File: src/scr_pkg.sv
// Scrambling package
// Key, nonce and bank geometry, reset key material,
// and the XOR keystream rule shared by the bank

package scr_pkg;

  // Key material
  localparam int unsigned SCR_KEY_W   = 128;
  localparam int unsigned SCR_NONCE_W = 64;

  // Bank geometry
  localparam int unsigned BANK_DATA_W = 32;
  localparam int unsigned BANK_DEPTH  = 16;
  localparam int unsigned BANK_ADDR_W = 4;

  // Key and nonce in use straight out of reset
  localparam logic [SCR_KEY_W-1:0]   RST_KEY   = 128'h3c5a_9e17_d2b4_6f08_81c3_5e7a_0b9d_f246;
  localparam logic [SCR_NONCE_W-1:0] RST_NONCE = 64'h7a1e_c390_5b2d_84f6;

  //////////////////////////////////////////////////
  // Keystream
  //////////////////////////////////////////////////

  // XOR of all key words, all nonce words and the zero-extended address
  function automatic logic [BANK_DATA_W-1:0] scr_keystream(
    input logic [SCR_KEY_W-1:0]   key,
    input logic [SCR_NONCE_W-1:0] nonce,
    input logic [BANK_ADDR_W-1:0] addr
  );
    logic [BANK_DATA_W-1:0] ks;

    ks = BANK_DATA_W'(addr);
    for (int i = 0; i < SCR_KEY_W / BANK_DATA_W; i++) begin
      ks = ks ^ key[i*BANK_DATA_W +: BANK_DATA_W];
    end
    for (int j = 0; j < SCR_NONCE_W / BANK_DATA_W; j++) begin
      ks = ks ^ nonce[j*BANK_DATA_W +: BANK_DATA_W];
    end
    return ks;
  endfunction

endpackage

File: src/scr_key_mgr.sv
// Scrambling key manager
// Key and nonce registers plus the request and valid
// handshake used to fetch a fresh key after an invalidation

`timescale 1ns/1ps

module scr_key_mgr (
  input  logic                             clk_i,
  input  logic                             rst_ni,

  // Rekey trigger
  input  logic                             icache_inval_i,

  // New key delivery
  input  logic                             key_valid_i,
  input  logic [scr_pkg::SCR_KEY_W-1:0]    key_i,
  input  logic [scr_pkg::SCR_NONCE_W-1:0]  nonce_i,
  output logic                             scramble_req_o,

  // Key bundle towards the bank
  output logic                             key_valid_o,
  output logic [scr_pkg::SCR_KEY_W-1:0]    key_o,
  output logic [scr_pkg::SCR_NONCE_W-1:0]  nonce_o
);

  import scr_pkg::*;

  logic [SCR_KEY_W-1:0]   key_q;
  logic [SCR_NONCE_W-1:0] nonce_q;
  logic                   key_valid_d, key_valid_q;
  logic                   req_d, req_q;

  //////////////////////////////////////////////////
  // Key material
  //////////////////////////////////////////////////

  // Any delivery overwrites the key, requested or not
  always_ff @(posedge clk_i or negedge rst_ni) begin
    if (!rst_ni) begin
      key_q   <= RST_KEY;
      nonce_q <= RST_NONCE;
    end else if (key_valid_i) begin
      key_q   <= key_i;
      nonce_q <= nonce_i;
    end
  end

  //////////////////////////////////////////////////
  // Request and valid state
  //////////////////////////////////////////////////

  // Request held until a key shows up
  assign req_d = req_q ? ~key_valid_i : icache_inval_i;

  // Valid drops on invalidation and comes back with the requested key
  assign key_valid_d = req_q          ? key_valid_i :
                       icache_inval_i ? 1'b0        :
                                        key_valid_q;

  always_ff @(posedge clk_i or negedge rst_ni) begin
    if (!rst_ni) begin
      req_q       <= 1'b0;
      key_valid_q <= 1'b1;
    end else begin
      req_q       <= req_d;
      key_valid_q <= key_valid_d;
    end
  end

  assign scramble_req_o = req_q;
  assign key_valid_o    = key_valid_q;
  assign key_o          = key_q;
  assign nonce_o        = nonce_q;

  //////////////////////////////////////////////////
  // Assertions
  //////////////////////////////////////////////////

  // Bank stays fenced off for the whole request
  a_req_fences_key : assert property (
    @(posedge clk_i) disable iff (!rst_ni)
    req_q |-> !key_valid_q
  );

endmodule

File: src/scr_ram_bank.sv
// Scrambled single-port data bank
// Storage array with XOR keystream scrambling on write
// and unscrambling on read, granted only with a valid key

`timescale 1ns/1ps

module scr_ram_bank (
  input  logic                             clk_i,
  input  logic                             rst_ni,

  // Key bundle
  input  logic                             key_valid_i,
  input  logic [scr_pkg::SCR_KEY_W-1:0]    key_i,
  input  logic [scr_pkg::SCR_NONCE_W-1:0]  nonce_i,

  // Request side
  input  logic                             req_i,
  input  logic                             we_i,
  input  logic [scr_pkg::BANK_ADDR_W-1:0]  addr_i,
  input  logic [scr_pkg::BANK_DATA_W-1:0]  wdata_i,
  output logic                             gnt_o,

  // Response side
  output logic                             rvalid_o,
  output logic [scr_pkg::BANK_DATA_W-1:0]  rdata_o
);

  import scr_pkg::*;

  logic [BANK_DATA_W-1:0] mem_q [BANK_DEPTH];
  logic [BANK_DATA_W-1:0] keystream;
  logic                   wr_en;
  logic                   rd_en;
  logic                   rvalid_q;
  logic [BANK_DATA_W-1:0] rdata_q;

  //////////////////////////////////////////////////
  // Grant and keystream
  //////////////////////////////////////////////////

  // Requests made without a valid key are dropped
  assign gnt_o = req_i & key_valid_i;
  assign wr_en = gnt_o & we_i;
  assign rd_en = gnt_o & ~we_i;

  assign keystream = scr_keystream(key_i, nonce_i, addr_i);

  //////////////////////////////////////////////////
  // Storage
  //////////////////////////////////////////////////

  // Only scrambled words ever land in the array
  always_ff @(posedge clk_i) begin
    if (wr_en) begin
      mem_q[addr_i] <= wdata_i ^ keystream;
    end
  end

  // Unscramble with the key seen at the read itself
  always_ff @(posedge clk_i) begin
    if (rd_en) begin
      rdata_q <= mem_q[addr_i] ^ keystream;
    end
  end

  always_ff @(posedge clk_i or negedge rst_ni) begin
    if (!rst_ni) begin
      rvalid_q <= 1'b0;
    end else begin
      rvalid_q <= rd_en;
    end
  end

  assign rvalid_o = rvalid_q;
  assign rdata_o  = rdata_q;

  //////////////////////////////////////////////////
  // Assertions
  //////////////////////////////////////////////////

  // Requests against an invalid key never produce a response
  a_no_rsp_invalid_key : assert property (
    @(posedge clk_i) disable iff (!rst_ni)
    (req_i && !key_valid_i) |=> !rvalid_o
  );

  // Read data only ever answers a granted read one cycle back
  a_rvalid_after_read : assert property (
    @(posedge clk_i) disable iff (!rst_ni)
    rvalid_o |-> $past(gnt_o && !we_i)
  );

endmodule

File: src/scr_top.sv
// Scrambling top level
// Key manager steering the scrambled data bank,
// plus the registered busy flag behind the sleep output

`timescale 1ns/1ps

module scr_top (
  input  logic                             clk_i,
  input  logic                             rst_ni,

  // Rekey trigger
  input  logic                             icache_inval_i,

  // Key delivery
  input  logic                             scramble_key_valid_i,
  input  logic [scr_pkg::SCR_KEY_W-1:0]    scramble_key_i,
  input  logic [scr_pkg::SCR_NONCE_W-1:0]  scramble_nonce_i,
  output logic                             scramble_req_o,

  // Bank access
  input  logic                             bank_req_i,
  input  logic                             bank_we_i,
  input  logic [scr_pkg::BANK_ADDR_W-1:0]  bank_addr_i,
  input  logic [scr_pkg::BANK_DATA_W-1:0]  bank_wdata_i,
  output logic                             bank_gnt_o,
  output logic                             bank_rvalid_o,
  output logic [scr_pkg::BANK_DATA_W-1:0]  bank_rdata_o,

  // Wake sources
  input  logic                             core_busy_i,
  input  logic                             debug_req_i,
  input  logic                             irq_pending_i,
  input  logic                             irq_nm_i,
  output logic                             core_sleep_o
);

  import scr_pkg::*;

  logic                   key_valid;
  logic [SCR_KEY_W-1:0]   key;
  logic [SCR_NONCE_W-1:0] nonce;
  logic                   core_busy_q;
  logic                   wake;

  //////////////////////////////////////////////////
  // Sleep decision
  //////////////////////////////////////////////////

  always_ff @(posedge clk_i or negedge rst_ni) begin
    if (!rst_ni) begin
      core_busy_q <= 1'b0;
    end else begin
      core_busy_q <= core_busy_i;
    end
  end

  // Debug and interrupts wake at once, busy one cycle late
  assign wake         = core_busy_q | debug_req_i | irq_pending_i | irq_nm_i;
  assign core_sleep_o = ~wake;

  //////////////////////////////////////////////////
  // Scrambling
  //////////////////////////////////////////////////

  scr_key_mgr u_key_mgr (
    .clk_i          (clk_i),
    .rst_ni         (rst_ni),
    .icache_inval_i (icache_inval_i),
    .key_valid_i    (scramble_key_valid_i),
    .key_i          (scramble_key_i),
    .nonce_i        (scramble_nonce_i),
    .scramble_req_o (scramble_req_o),
    .key_valid_o    (key_valid),
    .key_o          (key),
    .nonce_o        (nonce)
  );

  scr_ram_bank u_bank (
    .clk_i       (clk_i),
    .rst_ni      (rst_ni),
    .key_valid_i (key_valid),
    .key_i       (key),
    .nonce_i     (nonce),
    .req_i       (bank_req_i),
    .we_i        (bank_we_i),
    .addr_i      (bank_addr_i),
    .wdata_i     (bank_wdata_i),
    .gnt_o       (bank_gnt_o),
    .rvalid_o    (bank_rvalid_o),
    .rdata_o     (bank_rdata_o)
  );

  // Control outputs never go unknown once out of reset
  a_outputs_known : assert property (
    @(posedge clk_i) disable iff (!rst_ni)
    !$isunknown({scramble_req_o, bank_gnt_o, bank_rvalid_o, core_sleep_o})
  );

endmodule

File: config.mk
export PLATFORM = sky130hd
export DESIGN_NAME = scr_top
export DESIGN_NICKNAME = d
export VERILOG_FILES = /design/src/scr_pkg.sv /design/src/scr_key_mgr.sv /design/src/scr_ram_bank.sv /design/src/scr_top.sv
export SDC_FILE = /design/constraint.sdc
export NUM_CORES = 1
export LEC_CHECK = 0
export BUFFER_PORTS_ARGS = -buffer_cell sky130_fd_sc_hd__buf_4
export CAP_MARGIN = 15
export CORE_MARGIN = 4
export CORE_UTILIZATION = 45
export DETAILED_ROUTE_END_ITERATION = 16
export SLEW_MARGIN = 20
export SYNTH_ARGS = -nofsm -noshare
export SYNTH_HDL_FRONTEND = slang
export SYNTH_HIERARCHICAL = 1
export SYNTH_SLANG_ARGS = --single-unit
File: constraint.sdc
create_clock -name clk_i -period 4.4 [get_ports clk_i]
set_input_delay 0 -clock clk_i [delete_from_list [all_inputs] [get_ports clk_i]]
set_output_delay 0 -clock clk_i [all_outputs]
set_load 0.005 [all_outputs]
Word level (Yosys, flattened, before mapping)

Memory sizes are Yosys's and may differ from the RTL's.
Cells that the tools add are included.

Multiplexer cells: 5
Bitwise operators: 17
Reduce and logical (&&, ||, !) cells: 1

Operators by type and width:

| cell               | count |
|---|---|
| $xor A32 B32 Y32   | 7 |
| $xor A4 B32 Y32    | 1 |
| $mux W1            | 5 |
| $and A1 B1 Y1      | 3 |
| $not A1 Y1         | 3 |
| $or A1 B1 Y1       | 3 |
| $reduce_bool A2 Y1 | 1 |

Register bits: 228
Bits in writable memories: 512
Output and inout bits: 36
Memories: 1

Memory list:

| memory       | words | width | rd ports | clocked after memory_dff | wr ports | RTL line           | RTL |
|---|---|---|---|---|---|---|---|
| u_bank.mem_q | 16    | 32    | 1        | 0                        | 1        | scr_ram_bank.sv:30 | `logic [BANK_DATA_W-1:0] mem_q [BANK_DEPTH];` |

Logic depth before layout (Yosys ltp)

Depth in word-level cells: 7
Gate-level depth with buffers: 7
Gate-level depth less buffers: 4

Cells and area by module

The synthesis kept the hierarchy.

Modules (own cells, without submodules):

| module       | instances | cells an instance | area each (um^2) | seq. area each (um^2) |
|---|---|---|---|---|
| scr_ram_bank | 1         | 1076              | 22240.1          | 16360.7 |
| scr_key_mgr  | 1         | 412               | 7990.2           | 4976.0 |
| scr_top      | 1         | 2                 | 37.5             | 25.0 |

Worst setup path after synthesis

No wires, ideal clock.

Path kind: reg-to-reg
From: register u_key_mgr.key_valid_q (netlist: u_key_mgr/key_valid_o)
To: memory u_bank.mem_q[0][0], enable pin
Setup time: 0.461 ns
Arrival time: 3.184 ns
Slack: 0.755 ns
Stages on the path, launching flop included: 4
Buffers on the path: 0
Period minus slack after synthesis: 3.645 ns
Path through: dfstp_2 > nand3_1 > or3_1 > nor3_1

Longest elaborated chain between the ends: 4

Ends and longest elaborated chain:

| what                          | RTL line           | RTL |
|---|---|---|
| start, declared               | scr_key_mgr.sv:30  | `logic key_valid_d, key_valid_q;` |
| start signal, assigned        | scr_key_mgr.sv:66  | `key_valid_q <= key_valid_d;` |
| $and A1 B1 Y1                 | scr_ram_bank.sv:42 | `assign gnt_o = req_i & key_valid_i;` |
| $and A1 B1 Y1                 | scr_ram_bank.sv:43 | `assign wr_en = gnt_o & we_i;` |
| $mux W1                       | scr_ram_bank.sv:54 | `if (wr_en) begin` |
| $mux W1 (not written as such) | scr_ram_bank.sv:55 | `mem_q[addr_i] <= wdata_i ^ keystream;` |
| end, declared                 | scr_ram_bank.sv:30 |  |

Every way passes these cells.

Worst setup path after layout

From: register u_key_mgr.key_valid_q (netlist: u_key_mgr/key_valid_o)
To: memory u_bank.mem_q[4][27], enable pin

The elaborated chain is that of the path after synthesis.

==> reports/qor.csv <==
metric;value;unit
max-slew violation count;0;
Hold Fails Final Rpt;0;
Compound-Gate Fraction of Synth Area;1.62;%
post-CTS sizing;0;
total grt overflow;0;
critical setup path kind;reg2reg;
vias in the first global route;16655;
Crit path buffers/inverters;1;
met3 GRT Util;3.91;%
Synth area leader;edfxtp_1;
mux cell area share after synthesis;18.7;%
nets in the synthesized netlist;1728;
max incr delay on CP;0.73;ns
Antenna Nets Post-Route;0;
GP Congestion;0.740;
H-tree lvl count;3;
footprint of the multi-input gates;8770;sq um
CTS tree;built;
# port buffers;273;
share of the yosys chip area belonging to registers;70.6;%
Internal Power;13.6;mW
Main synth FF type;edfxtp_1;
GRT met2 Usage;31.9;%
Logic pwr share;17.5;%
Slowest cell on crit path;nor2_4;
worst vdd ir;0.000320;V
GR peak layer;met2;
first drt pass iteration count;5;
largest family of logic cells by synthesized area;multiplexers;
Post-Synth Adder-Cell Area;0;%
fin crit period;2.69;ns
Slew headroom;21.7;%
Num CTS Buffers;79;
Worst Setup EP;u_bank/mem_q[4][27];
Worst setup EP type;flip-flop;
Arr. time, crit path;2.97;ns
Skew-Pair Late Insertion Delay;0.62;ns
die area;71500;sq um
R2R setup slack;1.71;ns
post-synthesis simple-gate area fraction;0.942;%
setup_tns;0;ns
Worst Hold Class;in2reg;
count of flip-flops with a built-in enable after synthesis;544;
Power per Cell Area;479;nW/um^2
endpoint of the worst register-to-register path;u_bank/mem_q[4][27];
Critical Path Start;u_key_mgr/key_valid_o;
first-pass GRT wire length;105;mm
# setup viols final;0;
Initial Util;45.7;%
Yosys reg bits;740;
cell area after synthesis;30300;sq um
critical-path cell list;nand3_1 > or3_1 > nor2_4 > buf_4;
Residual DRC;0;
Tcrit/Tclk final;61.0;%
max-cap violations;0;
commonest non-fill, non-tap cell in the layout;edfxtp_1;
layout cell share with drive strength beyond 1;41.9;%
synth top area cells;edfxtp_1 54%, mux4_2 9.5%, dfstp_2 8.4%;
row count;94;
P_sw;4.69;mW
Max Root-Sink Buffers;3;
WL final;70.2;mm
detailed-placement wirelength estimate;42.3;mm
nets;2273;
power share of the sequential group;49.2;%
drt via density;5.25;
Num Clock Sinks;740;
xor/xnor cell area share of the yosys netlist;6.60;%
post-DR wirelength/cell;23.7;microns
startpoint types;flip-flop;
Die Y;267;microns
synth warn;6;
WP depth;4;
CP required;4.68;ns
Layout fillers;4883;
top-area cell type share of the netlist area;54.0;%
Initial DRC Count;1146;
Area Overhead vs Synth;26.6;%
Hold Path Stages;2;
Cells after DPL;2589;
RSZ-0062 raised after global routing;false;
Core ar.;66200;sq um
antenna violations before repair;3;
clk_skew;0.0255;ns
clock-pin slew on the worst setup and hold paths;0.06;ns
CTS root buffer;clkbuf_16;
largest net degree at the start of global routing;123;
Syn Inst Count;1490;
GR Util met1;28.0;%
switching share of power;25.6;%
commonest cells after routing, fill and taps aside;544 x edfxtp_1, 294 x buf_4, 228 x dlygate4sd3_1;
DR vias;15573;
top-level port count;274;
Reg area;21400;sq um
ys async rst share;26.5;%
cell family with most CP delay;simple AND/OR/NAND/NOR gates;
Die Width;267;microns
status;finished clean;
Cell variety after synth;27;
fin cells;2968;
Fmax;372;MHz
clock share of power;33.4;%
R2R Path Start;u_key_mgr/key_valid_o;
Least-Margin Pin Slew;1.17;ns
Reg2Reg Depth;4;
worst-path fanout max;20;
Leak;13.9;nW
Syn Area/Cell;20.3;sq um
all-layer global routing usage;19.7;%
## synthesized netlist by cell type (2+ instances only)
master / n
mux2_4: 158
nor3_1: 4
edfxtp_1: 544
dfrtp_1: 99
buf_6: 25
nand2b_1: 2
nor2_1: 16
xnor2_1: 224
buf_2: 17
nor2b_1: 3
and2_1: 2
dfstp_2: 97
xor2_1: 4
mux2_2: 34
mux4_2: 128
clkbuf_1: 25
a22oi_1: 64
nand2_1: 35
## power by group through the flow
stage | Combinational (mW) | Clock (mW) | Sequential, mW
3_5_place_dp | 2.91 | 0 | 9.17
6_report | 3.20 | 6.12 | 9.02
2_1_floorplan | 1.86 | 0 | 9.11
3_3_place_gp | 2.81 | 0 | 9.16
5_1_grt | 3.48 | 6.61 | 9.05
4_1_cts | 3.08 | 6.30 | 9.04
## worst min-delay path by stage
stage                           startpoint                  end
after floorplan                     rst_ni          core_busy_q
after global placement              rst_ni      u_bank/rvalid_o
after detailed placement            rst_ni          core_busy_q
after CTS                 bank_wdata_i[11]  u_bank/mem_q[5][11]
after global routing            bank_req_i      u_bank/rvalid_o
final                     bank_wdata_i[11]  u_bank/mem_q[6][11]
## final cells by class
cell class                      count  area share (%)
Clock buffer                      102            5.47
Clock inverter                     44           0.745
Sequential cell                   740            55.8
Multi-Input combinational cell    680            22.9
Tap cell                          864            2.82
Inverter                            1         0.00980
Antenna cell                        4          0.0261
Timing Repair Buffer              533            12.3
## kinds of logic after synthesis
group	count (synthesis)
flops	740
mux	321
buf+inv	70
simple gates	66
compound gates	65
xor+xnor	228
## worst register-to-register path, cell delays in order (launching register included)
cell	delay [ns]
dfstp_2	0.55
nand3_1	0.14
or3_1	0.50
nor2_4	0.73
buf_4	0.42
## registers in the layout (all words and copies together) (netlist names)
signal / cells
u_bank/mem_q: 512
u_key_mgr/key_o: 128
u_key_mgr/nonce_o: 64
u_bank/rdata_o: 32
core_busy_q: 1
u_bank/rvalid_o: 1
u_key_mgr/key_valid_o: 1
u_key_mgr/scramble_req_o: 1
## stage by stage
step           instance area, sq um  utilization, %  hold WS [ns]  setup slack (ns)  total power, mW
3_5_place_dp                  33400            50.5        0.0760              1.69             12.1
5_1_grt                       38300            57.8        0.0535              1.60             19.1
4_1_cts                       37800            57.2       0.00477              1.71             18.4
6_report                      38300            57.9        0.0333              1.71             18.3
3_3_place_gp                  33400            50.4        0.0637              1.72             12.0
2_1_floorplan                 30300               -        -0.296             0.755             11.0
## metal layers
metal	wire length (microns)	vias to the layer above	part of all wire, %
met2	34300	395	49
met4	919	0	1.3
met5	0	-	0
met3	3770	63	5.4
li1	-	6904	-
met1	31200	8211	44
## what timing repair did
action	4_1_cts	5_1_grt
buffers inserted	0	0
hold endpoints to repair	336	416
hold buffers	203	26
Power figures use the tool's default switching activity.
